--- config.mk ---
export PLATFORM = sky130hd
export DESIGN_NAME = core
export DESIGN_NICKNAME = d
export VERILOG_FILES = /design/src/hdl/core_pkg.sv /design/src/hdl/isa_pkg.sv /design/src/hdl/fetch_stage.sv /design/src/hdl/decode_stage.sv /design/src/hdl/hazard_unit.sv /design/src/hdl/execute_stage.sv /design/src/hdl/memory_stage.sv /design/src/hdl/core.sv
export SDC_FILE = /design/constraint.sdc
export NUM_CORES = 2
export LEC_CHECK = 0
export BUFFER_PORTS_ARGS = -buffer_cell sky130_fd_sc_hd__buf_2
export CORE_UTILIZATION = 57
export DETAILED_ROUTE_END_ITERATION = 7
export PLACE_DENSITY_LB_ADDON = 0.05
export SYNTH_ARGS = -nofsm -noshare
export SYNTH_HDL_FRONTEND = slang
export SYNTH_SLANG_ARGS = --single-unit
--- constraint.sdc ---
create_clock -name i_clk -period 8.5 [get_ports i_clk]
set_input_delay 0 -clock i_clk [delete_from_list [all_inputs] [get_ports i_clk]]
set_output_delay 0 -clock i_clk [all_outputs]
set_load 0.05 [all_outputs]
--- src/hdl/core_pkg.sv ---
package core_pkg;

    localparam int XLEN      = 32;
    localparam int REG_COUNT = 32;

    typedef logic [XLEN-1:0] xlen_t;                     // Data word
    typedef logic [XLEN-1:0] addr_t;                     // Byte address
    typedef logic [31:0]     instr_t;
    typedef logic [$clog2(REG_COUNT)-1:0] reg_idx_t;

    // Where decode takes a source operand from
    typedef enum logic [1:0] {
        FWD_RF  = 2'd0,
        FWD_EXE = 2'd1,
        FWD_MEM = 2'd2,
        FWD_WB  = 2'd3
    } fwd_sel_e;

    // Cleared values
    localparam xlen_t    ZERO_WORD = '0;
    localparam reg_idx_t ZERO_REG  = '0;                 // Hardwired zero register x0

endpackage

--- src/hdl/isa_pkg.sv ---
package isa_pkg;

    typedef logic [6:0] funct7_t;

    // Major opcodes
    localparam logic [6:0] OPC_OP     = 7'b0110011;
    localparam logic [6:0] OPC_OP_IMM = 7'b0010011;
    localparam logic [6:0] OPC_LOAD   = 7'b0000011;
    localparam logic [6:0] OPC_STORE  = 7'b0100011;
    localparam logic [6:0] OPC_BRANCH = 7'b1100011;
    localparam logic [6:0] OPC_SYSTEM = 7'b1110011;

    // funct3 fields
    localparam logic [2:0] F3_ADD_SUB = 3'b000;
    localparam logic [2:0] F3_XOR     = 3'b100;
    localparam logic [2:0] F3_OR      = 3'b110;
    localparam logic [2:0] F3_AND     = 3'b111;
    localparam logic [2:0] F3_BEQ     = 3'b000;
    localparam logic [2:0] F3_BNE     = 3'b001;
    localparam logic [2:0] F3_LW_SW   = 3'b010;              // Word size only

    localparam funct7_t F7_BASE = 7'b0000000;
    localparam funct7_t F7_SUB  = 7'b0100000;

    typedef enum logic [2:0] {
        ALU_ADD = 3'd0,
        ALU_SUB = 3'd1,
        ALU_AND = 3'd2,
        ALU_OR  = 3'd3,
        ALU_XOR = 3'd4
    } alu_op_e;

    // Stage that raised the trap
    typedef enum logic [1:0] {
        CAUSE_FETCH   = 2'd0,
        CAUSE_DECODE  = 2'd1,
        CAUSE_EXECUTE = 2'd2,
        CAUSE_MEMORY  = 2'd3
    } cause_e;

endpackage

--- src/hdl/fetch_stage.sv ---
`timescale 1ns/1ps

module fetch_stage #(
    parameter core_pkg::addr_t BOOT_ADDRESS = 32'h0000_0000
) (
    input  logic             i_clk,
    input  logic             i_rst,
    input  logic             i_hold,
    input  logic             i_branch_taken,
    input  core_pkg::addr_t  i_target_pc,
    input  core_pkg::instr_t i_imem_data,
    output core_pkg::addr_t  o_imem_addr,
    output core_pkg::instr_t o_instr,
    output core_pkg::addr_t  o_pc,
    output logic             o_valid
);

    core_pkg::addr_t pc;

    assign o_imem_addr = pc;

    always_ff @(posedge i_clk or posedge i_rst)
    begin
        if (i_rst)
        begin
            pc      <= BOOT_ADDRESS;
            o_valid <= 1'b0;
        end
        else if (!i_hold)
        begin
            pc      <= i_branch_taken ? i_target_pc : pc + 32'd4;
            o_valid <= !i_branch_taken;                  // Wrong-path word dropped
        end
    end

    // F/D payload
    always_ff @(posedge i_clk)
    begin
        if (!i_hold)
        begin
            o_instr <= i_imem_data;
            o_pc    <= pc;
        end
    end

    // Branch targets must land on word boundaries too
    a_pc_aligned: assert property (@(posedge i_clk) disable iff (i_rst)
        o_imem_addr[1:0] == 2'b00);

endmodule

--- src/hdl/decode_stage.sv ---
`timescale 1ns/1ps

module decode_stage (
    input  logic               i_clk,
    input  logic               i_rst,
    input  logic               i_hold,
    input  logic               i_bubble,
    input  logic               i_branch_taken,
    input  core_pkg::instr_t   i_instr,
    input  core_pkg::addr_t    i_pc,
    input  logic               i_valid,
    input  core_pkg::fwd_sel_e i_fwd_rs1,
    input  core_pkg::fwd_sel_e i_fwd_rs2,
    input  core_pkg::xlen_t    i_exe_result,
    input  core_pkg::xlen_t    i_mem_result,
    input  logic               i_wb_en,
    input  core_pkg::reg_idx_t i_wb_rd,
    input  core_pkg::xlen_t    i_wb_data,
    output core_pkg::reg_idx_t o_rs1,
    output core_pkg::reg_idx_t o_rs2,
    output logic               o_use_rs1,
    output logic               o_use_rs2,
    output isa_pkg::alu_op_e   o_alu_op,
    output core_pkg::xlen_t    o_op_a,
    output core_pkg::xlen_t    o_op_b,
    output core_pkg::xlen_t    o_store_data,
    output core_pkg::reg_idx_t o_rd,
    output logic               o_rd_wr,
    output logic               o_is_load,
    output logic               o_is_store,
    output logic               o_is_branch,
    output logic               o_branch_ne,
    output logic               o_is_ecall,
    output logic               o_trap_illegal,
    output core_pkg::addr_t    o_pc,
    output logic               o_valid
);

    core_pkg::xlen_t regs [core_pkg::REG_COUNT];
    core_pkg::xlen_t rs1_rf, rs2_rf, rs1_val, rs2_val, imm;
    core_pkg::xlen_t imm_i, imm_s, imm_b;
    isa_pkg::funct7_t funct7;
    isa_pkg::alu_op_e alu_op;
    logic [6:0] opcode;
    logic [2:0] funct3;
    logic is_op, is_addi, is_lw, is_sw, is_br, is_ec, legal;
    logic [6:0] ctrl_next, ctrl_q;

    assign opcode = i_instr[6:0];
    assign funct3 = i_instr[14:12];
    assign funct7 = i_instr[31:25];
    assign o_rs1  = i_instr[19:15];
    assign o_rs2  = i_instr[24:20];

    assign imm_i = {{20{i_instr[31]}}, i_instr[31:20]};
    assign imm_s = {{20{i_instr[31]}}, i_instr[31:25], i_instr[11:7]};
    assign imm_b = {{19{i_instr[31]}}, i_instr[31], i_instr[7], i_instr[30:25],
                    i_instr[11:8], 1'b0};

    // Write-back port never writes x0
    always_ff @(posedge i_clk)
    begin
        if (i_wb_en && i_wb_rd != core_pkg::ZERO_REG)
            regs[i_wb_rd] <= i_wb_data;
    end

    assign rs1_rf = (o_rs1 == core_pkg::ZERO_REG) ? core_pkg::ZERO_WORD : regs[o_rs1];
    assign rs2_rf = (o_rs2 == core_pkg::ZERO_REG) ? core_pkg::ZERO_WORD : regs[o_rs2];

    always_comb
    begin
        case (i_fwd_rs1)
            core_pkg::FWD_EXE: rs1_val = i_exe_result;
            core_pkg::FWD_MEM: rs1_val = i_mem_result;
            core_pkg::FWD_WB:  rs1_val = i_wb_data;
            default:           rs1_val = rs1_rf;
        endcase
        case (i_fwd_rs2)
            core_pkg::FWD_EXE: rs2_val = i_exe_result;
            core_pkg::FWD_MEM: rs2_val = i_mem_result;
            core_pkg::FWD_WB:  rs2_val = i_wb_data;
            default:           rs2_val = rs2_rf;
        endcase
    end

    // Supported encodings
    assign is_op   = opcode == isa_pkg::OPC_OP &&
                     ((funct7 == isa_pkg::F7_BASE && funct3 inside {isa_pkg::F3_ADD_SUB,
                       isa_pkg::F3_XOR, isa_pkg::F3_OR, isa_pkg::F3_AND}) ||
                      (funct7 == isa_pkg::F7_SUB && funct3 == isa_pkg::F3_ADD_SUB));
    assign is_addi = opcode == isa_pkg::OPC_OP_IMM && funct3 == isa_pkg::F3_ADD_SUB;
    assign is_lw   = opcode == isa_pkg::OPC_LOAD && funct3 == isa_pkg::F3_LW_SW;
    assign is_sw   = opcode == isa_pkg::OPC_STORE && funct3 == isa_pkg::F3_LW_SW;
    assign is_br   = opcode == isa_pkg::OPC_BRANCH &&
                     (funct3 == isa_pkg::F3_BEQ || funct3 == isa_pkg::F3_BNE);
    assign is_ec   = opcode == isa_pkg::OPC_SYSTEM && i_instr[31:7] == '0;
    assign legal   = is_op || is_addi || is_lw || is_sw || is_br || is_ec;

    assign o_use_rs1 = i_valid && (is_op || is_addi || is_lw || is_sw || is_br);
    assign o_use_rs2 = i_valid && (is_op || is_sw || is_br);

    assign imm = is_sw ? imm_s : (is_br ? imm_b : imm_i);

    always_comb
    begin
        case (funct3)
            isa_pkg::F3_XOR: alu_op = isa_pkg::ALU_XOR;
            isa_pkg::F3_OR:  alu_op = isa_pkg::ALU_OR;
            isa_pkg::F3_AND: alu_op = isa_pkg::ALU_AND;
            default:         alu_op = funct7[5] ? isa_pkg::ALU_SUB : isa_pkg::ALU_ADD;
        endcase
        if (!is_op)
            alu_op = isa_pkg::ALU_ADD;                   // ADDI and address paths add
    end

    // valid, rd_wr, load, store, branch, ecall, illegal
    assign ctrl_next = i_valid ? {1'b1, is_op || is_addi || is_lw, is_lw, is_sw, is_br,
                                  is_ec, !legal} : '0;
    assign {o_valid, o_rd_wr, o_is_load, o_is_store, o_is_branch, o_is_ecall,
            o_trap_illegal} = ctrl_q;

    always_ff @(posedge i_clk or posedge i_rst)
    begin
        if (i_rst)
            ctrl_q <= '0;
        else if (i_bubble)
            ctrl_q <= '0;                                // Load-use empty slot
        else if (!i_hold)
            ctrl_q <= i_branch_taken ? '0 : ctrl_next;
    end

    always_ff @(posedge i_clk)
    begin
        if (!i_hold)
        begin
            o_alu_op     <= alu_op;
            o_op_a       <= rs1_val;
            o_op_b       <= is_op ? rs2_val : imm;       // Branch offset rides here
            o_store_data <= rs2_val;
            o_rd         <= i_instr[11:7];
            o_branch_ne  <= funct3 == isa_pkg::F3_BNE;
            o_pc         <= i_pc;
        end
    end

    // The load leaves execute right after its bubble
    a_one_bubble: assert property (@(posedge i_clk) disable iff (i_rst)
        i_bubble |=> !i_bubble);

endmodule

--- src/hdl/hazard_unit.sv ---
`timescale 1ns/1ps

module hazard_unit (
    input  core_pkg::reg_idx_t i_rs1,
    input  core_pkg::reg_idx_t i_rs2,
    input  logic               i_use_rs1,
    input  logic               i_use_rs2,
    input  core_pkg::reg_idx_t i_exe_rd,
    input  logic               i_exe_rd_wr,
    input  logic               i_exe_is_load,
    input  core_pkg::reg_idx_t i_mem_rd,
    input  logic               i_mem_rd_wr,
    input  core_pkg::reg_idx_t i_wb_rd,
    input  logic               i_wb_en,
    input  logic               i_mem_stall,
    output core_pkg::fwd_sel_e o_fwd_rs1,
    output core_pkg::fwd_sel_e o_fwd_rs2,
    output logic               o_bubble,
    output logic               o_hold_front,
    output logic               o_hold_exe
);

    logic exe_hit1, exe_hit2, mem_hit1, mem_hit2, wb_hit1, wb_hit2, load_use;

    function automatic logic hit(input logic use_src, input core_pkg::reg_idx_t src,
                                 input logic wr, input core_pkg::reg_idx_t dst);
        return use_src && wr && src == dst && src != core_pkg::ZERO_REG;
    endfunction

    // Nearest producer wins
    function automatic core_pkg::fwd_sel_e pick(input logic e, input logic m, input logic w);
        if (e)
            return core_pkg::FWD_EXE;
        if (m)
            return core_pkg::FWD_MEM;
        return w ? core_pkg::FWD_WB : core_pkg::FWD_RF;
    endfunction

    assign exe_hit1 = hit(i_use_rs1, i_rs1, i_exe_rd_wr, i_exe_rd);
    assign exe_hit2 = hit(i_use_rs2, i_rs2, i_exe_rd_wr, i_exe_rd);
    assign mem_hit1 = hit(i_use_rs1, i_rs1, i_mem_rd_wr, i_mem_rd);
    assign mem_hit2 = hit(i_use_rs2, i_rs2, i_mem_rd_wr, i_mem_rd);
    assign wb_hit1  = hit(i_use_rs1, i_rs1, i_wb_en, i_wb_rd);
    assign wb_hit2  = hit(i_use_rs2, i_rs2, i_wb_en, i_wb_rd);

    assign o_fwd_rs1 = pick(exe_hit1, mem_hit1, wb_hit1);
    assign o_fwd_rs2 = pick(exe_hit2, mem_hit2, wb_hit2);

    assign load_use = i_exe_is_load && (exe_hit1 || exe_hit2);   // Data not back yet

    // While memory waits the whole front holds, so no bubble
    assign o_bubble     = load_use && !i_mem_stall;
    assign o_hold_front = load_use || i_mem_stall;
    assign o_hold_exe   = i_mem_stall;

endmodule

--- src/hdl/execute_stage.sv ---
`timescale 1ns/1ps

module execute_stage (
    input  logic               i_clk,
    input  logic               i_rst,
    input  logic               i_hold,
    input  isa_pkg::alu_op_e   i_alu_op,
    input  core_pkg::xlen_t    i_op_a,
    input  core_pkg::xlen_t    i_op_b,
    input  core_pkg::xlen_t    i_store_data,
    input  core_pkg::reg_idx_t i_rd,
    input  logic               i_rd_wr,
    input  logic               i_is_load,
    input  logic               i_is_store,
    input  logic               i_is_branch,
    input  logic               i_branch_ne,
    input  logic               i_is_ecall,
    input  logic               i_trap_illegal,
    input  core_pkg::addr_t    i_pc,
    input  logic               i_valid,
    output core_pkg::xlen_t    o_result,
    output logic               o_branch_taken,
    output core_pkg::addr_t    o_target_pc,
    output core_pkg::xlen_t    o_mem_addr,
    output core_pkg::xlen_t    o_store_data,
    output core_pkg::reg_idx_t o_rd,
    output logic               o_rd_wr,
    output logic               o_is_load,
    output logic               o_is_store,
    output logic               o_is_ecall,
    output logic               o_trap_illegal,
    output core_pkg::addr_t    o_pc,
    output logic               o_valid
);

    logic [5:0] ctrl_q;

    always_comb
    begin
        case (i_alu_op)
            isa_pkg::ALU_SUB: o_result = i_op_a - i_op_b;
            isa_pkg::ALU_AND: o_result = i_op_a & i_op_b;
            isa_pkg::ALU_OR:  o_result = i_op_a | i_op_b;
            isa_pkg::ALU_XOR: o_result = i_op_a ^ i_op_b;
            default:          o_result = i_op_a + i_op_b;
        endcase
    end

    // rs2 of a branch arrives on the store data path
    assign o_branch_taken = i_valid && i_is_branch &&
                            ((i_op_a == i_store_data) != i_branch_ne);
    assign o_target_pc    = i_pc + i_op_b;

    assign {o_valid, o_rd_wr, o_is_load, o_is_store, o_is_ecall, o_trap_illegal} = ctrl_q;

    always_ff @(posedge i_clk or posedge i_rst)
    begin
        if (i_rst)
            ctrl_q <= '0;
        else if (!i_hold)
            ctrl_q <= {i_valid, i_rd_wr, i_is_load, i_is_store, i_is_ecall, i_trap_illegal};
    end

    always_ff @(posedge i_clk)
    begin
        if (!i_hold)
        begin
            o_mem_addr   <= o_result;                    // Address or ALU result
            o_store_data <= i_store_data;
            o_rd         <= i_rd;
            o_pc         <= i_pc;
        end
    end

endmodule

--- src/hdl/memory_stage.sv ---
`timescale 1ns/1ps

module memory_stage #(
    parameter core_pkg::addr_t BOOT_ADDRESS = 32'h0000_0000
) (
    input  logic               i_clk,
    input  logic               i_rst,
    input  core_pkg::xlen_t    i_mem_addr,
    input  core_pkg::xlen_t    i_store_data,
    input  core_pkg::reg_idx_t i_rd,
    input  logic               i_rd_wr,
    input  logic               i_is_load,
    input  logic               i_is_store,
    input  logic               i_is_ecall,
    input  logic               i_trap_illegal,
    input  core_pkg::addr_t    i_pc,
    input  logic               i_valid,
    input  core_pkg::xlen_t    i_dmem_rdata,
    input  logic               i_dmem_done,
    output logic               o_dmem_en,
    output logic               o_dmem_wr,
    output core_pkg::addr_t    o_dmem_addr,
    output core_pkg::xlen_t    o_dmem_wdata,
    output logic               o_mem_stall,
    output core_pkg::xlen_t    o_mem_result,
    output core_pkg::reg_idx_t o_rd,
    output logic               o_rd_wr,
    output logic               o_wb_en,
    output core_pkg::reg_idx_t o_wb_rd,
    output core_pkg::xlen_t    o_wb_data,
    output logic               o_ecall,
    output core_pkg::addr_t    o_epc,
    output isa_pkg::cause_e    o_cause
);

    logic access, misaligned, trap;

    assign access     = i_valid && (i_is_load || i_is_store);
    assign misaligned = access && i_mem_addr[1:0] != 2'b00;
    assign trap       = i_valid && (i_trap_illegal || misaligned);

    // Request held open by the execute hold until done
    assign o_dmem_en    = access && !trap;
    assign o_dmem_wr    = i_is_store;
    assign o_dmem_addr  = i_mem_addr;
    assign o_dmem_wdata = i_store_data;
    assign o_mem_stall  = o_dmem_en && !i_dmem_done;

    assign o_mem_result = i_is_load ? i_dmem_rdata : i_mem_addr;
    assign o_rd         = i_rd;
    assign o_rd_wr      = i_valid && i_rd_wr && !trap;

    always_ff @(posedge i_clk or posedge i_rst)
    begin
        if (i_rst)
        begin
            o_wb_en <= 1'b0;
            o_ecall <= 1'b0;
            o_epc   <= BOOT_ADDRESS;
            o_cause <= isa_pkg::CAUSE_FETCH;
        end
        else
        begin
            o_wb_en <= o_rd_wr && !o_mem_stall;          // Empty slot while waiting
            o_ecall <= i_valid && i_is_ecall;
            if (trap)
            begin
                o_epc   <= i_pc;
                o_cause <= i_trap_illegal ? isa_pkg::CAUSE_DECODE : isa_pkg::CAUSE_MEMORY;
            end
        end
    end

    always_ff @(posedge i_clk)
    begin
        o_wb_rd   <= i_rd;
        o_wb_data <= o_mem_result;
    end

    a_req_stable: assert property (@(posedge i_clk) disable iff (i_rst)
        o_mem_stall |=> o_dmem_en && $stable(o_dmem_addr) && $stable(o_dmem_wr) &&
                        $stable(o_dmem_wdata));

endmodule

--- src/hdl/core.sv ---
`timescale 1ns/1ps

module core #(
    parameter core_pkg::addr_t BOOT_ADDRESS = 32'h0000_0000
) (
    input  logic             i_clk,
    input  logic             i_rst,
    output core_pkg::addr_t  o_imem_addr,
    input  core_pkg::instr_t i_imem_data,
    output logic             o_dmem_en,
    output logic             o_dmem_wr,
    output core_pkg::addr_t  o_dmem_addr,
    output core_pkg::xlen_t  o_dmem_wdata,
    input  core_pkg::xlen_t  i_dmem_rdata,
    input  logic             i_dmem_done,
    output logic             o_ecall,
    output core_pkg::addr_t  o_epc,
    output isa_pkg::cause_e  o_cause
);

    // Hazard and redirect
    logic hold_front, hold_exe, bubble, branch_taken;
    core_pkg::addr_t target_pc;
    core_pkg::fwd_sel_e fwd_rs1, fwd_rs2;

    core_pkg::instr_t fd_instr;
    core_pkg::addr_t fd_pc;
    logic fd_valid;

    // Decode sources and D/E
    core_pkg::reg_idx_t rs1, rs2, de_rd;
    logic use_rs1, use_rs2;
    isa_pkg::alu_op_e de_alu_op;
    core_pkg::xlen_t de_op_a, de_op_b, de_store_data;
    core_pkg::addr_t de_pc;
    logic de_rd_wr, de_is_load, de_is_store, de_is_branch, de_branch_ne, de_is_ecall;
    logic de_trap_illegal, de_valid;

    // E/M
    core_pkg::xlen_t exe_result, em_mem_addr, em_store_data;
    core_pkg::reg_idx_t em_rd;
    core_pkg::addr_t em_pc;
    logic em_rd_wr, em_is_load, em_is_store, em_is_ecall, em_trap_illegal, em_valid;

    // Memory and write-back
    core_pkg::xlen_t mem_result, wb_data;
    core_pkg::reg_idx_t mem_rd, wb_rd;
    logic mem_stall, mem_rd_wr, wb_en;

    fetch_stage #(.BOOT_ADDRESS(BOOT_ADDRESS)) u_fetch (
        .i_clk(i_clk), .i_rst(i_rst), .i_hold(hold_front),
        .i_branch_taken(branch_taken), .i_target_pc(target_pc), .i_imem_data(i_imem_data),
        .o_imem_addr(o_imem_addr), .o_instr(fd_instr), .o_pc(fd_pc), .o_valid(fd_valid)
    );

    decode_stage u_decode (
        .i_clk(i_clk), .i_rst(i_rst), .i_hold(hold_front), .i_bubble(bubble),
        .i_branch_taken(branch_taken), .i_instr(fd_instr), .i_pc(fd_pc), .i_valid(fd_valid),
        .i_fwd_rs1(fwd_rs1), .i_fwd_rs2(fwd_rs2),
        .i_exe_result(exe_result), .i_mem_result(mem_result),
        .i_wb_en(wb_en), .i_wb_rd(wb_rd), .i_wb_data(wb_data),
        .o_rs1(rs1), .o_rs2(rs2), .o_use_rs1(use_rs1), .o_use_rs2(use_rs2),
        .o_alu_op(de_alu_op), .o_op_a(de_op_a), .o_op_b(de_op_b),
        .o_store_data(de_store_data), .o_rd(de_rd), .o_rd_wr(de_rd_wr),
        .o_is_load(de_is_load), .o_is_store(de_is_store), .o_is_branch(de_is_branch),
        .o_branch_ne(de_branch_ne), .o_is_ecall(de_is_ecall),
        .o_trap_illegal(de_trap_illegal), .o_pc(de_pc), .o_valid(de_valid)
    );

    hazard_unit u_hazard (
        .i_rs1(rs1), .i_rs2(rs2), .i_use_rs1(use_rs1), .i_use_rs2(use_rs2),
        .i_exe_rd(de_rd), .i_exe_rd_wr(de_rd_wr), .i_exe_is_load(de_is_load),
        .i_mem_rd(mem_rd), .i_mem_rd_wr(mem_rd_wr), .i_wb_rd(wb_rd), .i_wb_en(wb_en),
        .i_mem_stall(mem_stall), .o_fwd_rs1(fwd_rs1), .o_fwd_rs2(fwd_rs2),
        .o_bubble(bubble), .o_hold_front(hold_front), .o_hold_exe(hold_exe)
    );

    execute_stage u_execute (
        .i_clk(i_clk), .i_rst(i_rst), .i_hold(hold_exe),
        .i_alu_op(de_alu_op), .i_op_a(de_op_a), .i_op_b(de_op_b),
        .i_store_data(de_store_data), .i_rd(de_rd), .i_rd_wr(de_rd_wr),
        .i_is_load(de_is_load), .i_is_store(de_is_store), .i_is_branch(de_is_branch),
        .i_branch_ne(de_branch_ne), .i_is_ecall(de_is_ecall),
        .i_trap_illegal(de_trap_illegal), .i_pc(de_pc), .i_valid(de_valid),
        .o_result(exe_result), .o_branch_taken(branch_taken), .o_target_pc(target_pc),
        .o_mem_addr(em_mem_addr), .o_store_data(em_store_data), .o_rd(em_rd),
        .o_rd_wr(em_rd_wr), .o_is_load(em_is_load), .o_is_store(em_is_store),
        .o_is_ecall(em_is_ecall), .o_trap_illegal(em_trap_illegal), .o_pc(em_pc),
        .o_valid(em_valid)
    );

    memory_stage #(.BOOT_ADDRESS(BOOT_ADDRESS)) u_memory (
        .i_clk(i_clk), .i_rst(i_rst),
        .i_mem_addr(em_mem_addr), .i_store_data(em_store_data), .i_rd(em_rd),
        .i_rd_wr(em_rd_wr), .i_is_load(em_is_load), .i_is_store(em_is_store),
        .i_is_ecall(em_is_ecall), .i_trap_illegal(em_trap_illegal), .i_pc(em_pc),
        .i_valid(em_valid), .i_dmem_rdata(i_dmem_rdata), .i_dmem_done(i_dmem_done),
        .o_dmem_en(o_dmem_en), .o_dmem_wr(o_dmem_wr), .o_dmem_addr(o_dmem_addr),
        .o_dmem_wdata(o_dmem_wdata), .o_mem_stall(mem_stall), .o_mem_result(mem_result),
        .o_rd(mem_rd), .o_rd_wr(mem_rd_wr),
        .o_wb_en(wb_en), .o_wb_rd(wb_rd), .o_wb_data(wb_data),
        .o_ecall(o_ecall), .o_epc(o_epc), .o_cause(o_cause)
    );

endmodule

==> summary.md <==
| Metric | Value |
|---|---|
| Vias in the first global route | 41901 |
| RSZ-0062 raised after global routing | no |
| Max Freq | 182.7 MHz |
| Number of standard cells after synthesis | 4065 |
| Biggest area contributors in the synthesized netlist | sky130_fd_sc_hd__edfxtp_1 (57%), sky130_fd_sc_hd__mux4_2 (21%), sky130_fd_sc_hd__dfrtp_1 (2.9%) |
| Most repeated library cell on the critical path | sky130_fd_sc_hd__nand2_1 |
| Share of synthesized registers carrying an async set or reset | 5.636% |
| Worst-case clock buffer depth | 3 |
| Cell type of the slowest stage on the worst timing path | sky130_fd_sc_hd__nor4_2 |
| Critical-path cell list | nor4_1, nand2_1, nor4_2, nand2_1, o41ai_1, xnor2_1, ha_1, nand2_1, nor2_1, a41oi_1, o21ai_0, xnor2_1, o21ai_1, a21o_1 |
| Clock tree from TritonCTS | built |
| Most common cell in the netlist | sky130_fd_sc_hd__edfxtp_1 |
| GR Util All Layers | 34.86% |
| Hold Buf Count CTS | 100 |
| Leakage Power | 27.26 nW |
| Residual antenna-violating net count after detailed routing | 0 |
| Number of warnings reported in the yosys synthesis log | 0 |
| Post-CTS setup buffers | 0 |
| Root buf cell | sky130_fd_sc_hd__clkbuf_16 |
| Worst Hold Path Cells | 3 |
| Clock tree skew after final layout | 0.03535 ns |
| Critical path buffer and inverter count | 0 |
| Post-synthesis cell area | 0.07001 sq mm |
| H-tree level count | 4 |
| EDFF count, synth | 1326 |
| Top cell type's share of synthesized area | 56.88% |
| Type of element capturing the critical path | flop |
| Register containing the most flip-flops in the final layout | u_decode.regs |
| Endpoint of the worst setup timing path | u_decode.o_op_b[26]$_DFFE_PN_ |
| Vias post-DR | 42669 |
| Count of different cell masters after synthesis | 96 |
| Detail-routed net length per standard cell | 35.10 um |
| Initial cell density of the core | 57.44% |
| Final net count | 4587 |
| Summed negative setup slack over all endpoints | 0 ns |
| Growth of design area from synthesis to finish | 13.01% |
| Number of vias per cell | 6.953 |
| First-pass iteration count of the detailed router | 8 |
| Data required time at the worst endpoint | 9.05 ns |
| Seq cells post-synth | 1455 |
| Pin count of the biggest net entering global routing | 124 |
| Worst Reg-to-Reg Cells | 14 |
| Site Rows | 128 |
| Maximum fanout count along the critical path | 9 |
| Sequential cell area fraction in the yosys report | 61.15% |
| Max-cap check violation count | 0 |
| Clock slew at reported path FFs | 0.06 ns |
| Worst-case register-to-register setup slack | 3.03 ns |
| Final count of hold timing violations | 0 |
| Reg2Reg Capture Point | u_decode.o_op_b[26]$_DFFE_PN_ |
| Die area | 0.1242 sq mm |
| Arr. time, crit path | 6.02 ns |
| Area of the placeable core | 0.1219 sq mm |
| Total congestion overflow | 0 |
| Shortest clock period the worst path allows after layout | 5.473 ns |
| Initial antenna violation count | 6 |
| Max Transition Viols Final | 0 |
| Crit-path max cell delay | 0.83 ns |
| TritonCTS Sinks | 1455 |
| Synth area leader | sky130_fd_sc_hd__edfxtp_1 |
| Actual slew at the worst max-slew pin | 1.338 ns |
| Post-detailed-placement half-perimeter wirelength | 134.0 mm |
| Worst flop-to-flop path startpoint | u_decode.o_op_b[5]$_DFFE_PN_ |
| Crit path depth | 14 |
| Crit Path Category | reg -> reg |
| Avg Synthesized Cell Area | 17.22 sq um |
| Clock buffer count from CTS | 151 |
| Max VDD drop | 0.0002261 V |
| Count of buffers from port buffering | 199 |
| Hold crit path type | in -> reg |
| DRC violation total after the first TritonRoute iteration | 6042 |
| Die width | 352.5 um |
| Total of fill cells in the finished design | 8480 |
| Startpoint kind of the worst setup timing path | flop |
| Final worst hold slack | 0.03935 ns |
| Cell type group with the largest total delay on the critical path | simple AND/OR/NAND/NOR gates |
| First-pass GRT wire length | 304.3 mm |
| Count of unresolved DRC violations after routing | 0 |
| Clock latency on the worst-skew pair | 0.82 ns |
| Top post-synthesis cells by count | sky130_fd_sc_hd__edfxtp_1 (1326), sky130_fd_sc_hd__mux4_2 (640), sky130_fd_sc_hd__nand2_1 (189), sky130_fd_sc_hd__nor2_1 (183), sky130_fd_sc_hd__clkbuf_1 (159) |
| Resize count post-CTS | 0 |
| Overall routed net length | 215.4 mm |
| Outcome | complete, no violations |
| Power density over cell area | 241.1 mW/mm^2 |
| Final setup viols | 0 |
| Share of cells above drive strength 1 | 29.11% |
| Worst Setup SP | u_decode.o_op_b[5]$_DFFE_PN_ |
| Max reg flops | 1024 |
| Slew margin rel. | 10.70% |
| Die Ht | 352.5 um |
| Synth Flop Type | sky130_fd_sc_hd__edfxtp_1 |
| Number of top-level pins | 200 |
| Share of the clock period used by the worst path | 64.39% |
| Final GP Congestion | 1.032 |
cells in the final DEF, fill, tap and decap left out, types with 13 or more instances in the layout:
master                          synthesis  layout
sky130_fd_sc_hd__and3_1                24      24
sky130_fd_sc_hd__o21ai_1               15      15
sky130_fd_sc_hd__ha_1                 128     128
sky130_fd_sc_hd__conb_1                 1      32
sky130_fd_sc_hd__a31oi_1               18      18
sky130_fd_sc_hd__nand3_1               48      48
sky130_fd_sc_hd__clkbuf_1             159      38
sky130_fd_sc_hd__o22ai_1               14      13
sky130_fd_sc_hd__nor3_1                33      30
sky130_fd_sc_hd__a211oi_1              23      23
sky130_fd_sc_hd__dfrtp_1               82      81
sky130_fd_sc_hd__nor2_1               183     151
sky130_fd_sc_hd__dfxtp_1               47      37
sky130_fd_sc_hd__clkinv_1               0      25
sky130_fd_sc_hd__nand4_1               34      34
sky130_fd_sc_hd__edfxtp_1            1326    1326
sky130_fd_sc_hd__a221oi_1              35      35
sky130_fd_sc_hd__nor2_4                 0      31
sky130_fd_sc_hd__nor4_1                18      18
sky130_fd_sc_hd__buf_4                  5      96
sky130_fd_sc_hd__nand2b_1              14      14
sky130_fd_sc_hd__buf_2                 44     199
sky130_fd_sc_hd__xnor2_1              118     118
sky130_fd_sc_hd__dlygate4sd3_1          0     100
sky130_fd_sc_hd__a21oi_1              114     114
sky130_fd_sc_hd__o21a_1                15      15
sky130_fd_sc_hd__a21o_1                55      55
sky130_fd_sc_hd__clkinv_2               0      22
sky130_fd_sc_hd__inv_1                101      99
sky130_fd_sc_hd__o21ai_0              121     121
sky130_fd_sc_hd__xor2_1                27      27
sky130_fd_sc_hd__nand2_1              189     189
sky130_fd_sc_hd__o221ai_1              16      16
sky130_fd_sc_hd__o21bai_1              15      15
sky130_fd_sc_hd__clkbuf_16              0     151
sky130_fd_sc_hd__mux2_2                73      73
sky130_fd_sc_hd__mux2i_1               83      83
sky130_fd_sc_hd__mux4_2               640     640
how the worst min path moves through the flow:
stage                startpoint                             end  slack (ns)
3_5_place_dp              i_rst  u_memory.o_epc[13]$_DFFE_PP0P_        0.12
3_3_place_gp              i_rst  u_memory.o_epc[13]$_DFFE_PP0P_        0.12
6_report       i_dmem_rdata[26]  u_memory.o_wb_data[26]$_DFF_P_        0.04
4_1_cts        i_dmem_rdata[16]  u_memory.o_wb_data[16]$_DFF_P_       0.002
5_1_grt        i_dmem_rdata[26]  u_memory.o_wb_data[26]$_DFF_P_        0.03
2_1_floorplan    i_imem_data[0]    u_fetch.o_instr[0]$_DFFE_PN_         0.1
where the power goes:
part | leakage [nW] | switching [mW] | internal [mW]
Clock | 2.36 | 2.91 | 3.69
Sequential | 13.9 | 0.745 | 8.82
Combinational | 11.0 | 1.93 | 0.978
Total | 27.3 | 5.58 | 13.5
logic make-up after synthesis:
logic type	share of synthesized area, %
compound gates	5.357
xor+xnor	1.814
fa+ha+maj	2.345
buf+inv	2.113
flops	61.15
mux	22.95
other cells	0.005357
simple gates	4.263
worst min-delay path: cells and delay by family:
| family | cells | cell delay [ns] |
|---|---|---|
| buffers and inverters | 2 | 0.61 |
| multiplexers | 1 | 0.20 |
area by class of cell:
class	instances	area, sq um	share of cell area [%]
inverters	102	394.1	0.4982
clock inverters	81	900.9	1.139
diodes	1	2.502	0.003163
multi-input cells	2279	26120	33.02
flip-flops and latches	1455	42850	54.16
well taps	1625	2033	2.570
clock buffers	193	3976	5.026
repair buffers	401	2838	3.587
stage by stage:
stage | area [sq um] | setup WS, ns | util [%] | power [mW] | std cells
6_report | 79110 | 3.027 | 64.91 | 19.07 | 6137
5_1_grt | 79110 | 2.660 | 64.91 | 19.56 | 6136
3_5_place_dp | 73230 | 3.124 | 60.09 | 12.51 | 5762
4_1_cts | 79110 | 3.075 | 64.91 | 19.07 | 6136
2_1_floorplan | 70120 | 0.3129 | - | 11.23 | 4096
3_3_place_gp | 73230 | 3.209 | 60.09 | 12.47 | 5762
per-layer routing:
layer  track usage [%]  vias up  routed length [um]
met4             14.11        4                9220
met2             54.48     2555              102100
met3             6.996      461               22250
met5                 0        -                  27
met1             48.57    22273               81760
li1                  -    17376                   -
(Power assumes the default switching activity.)
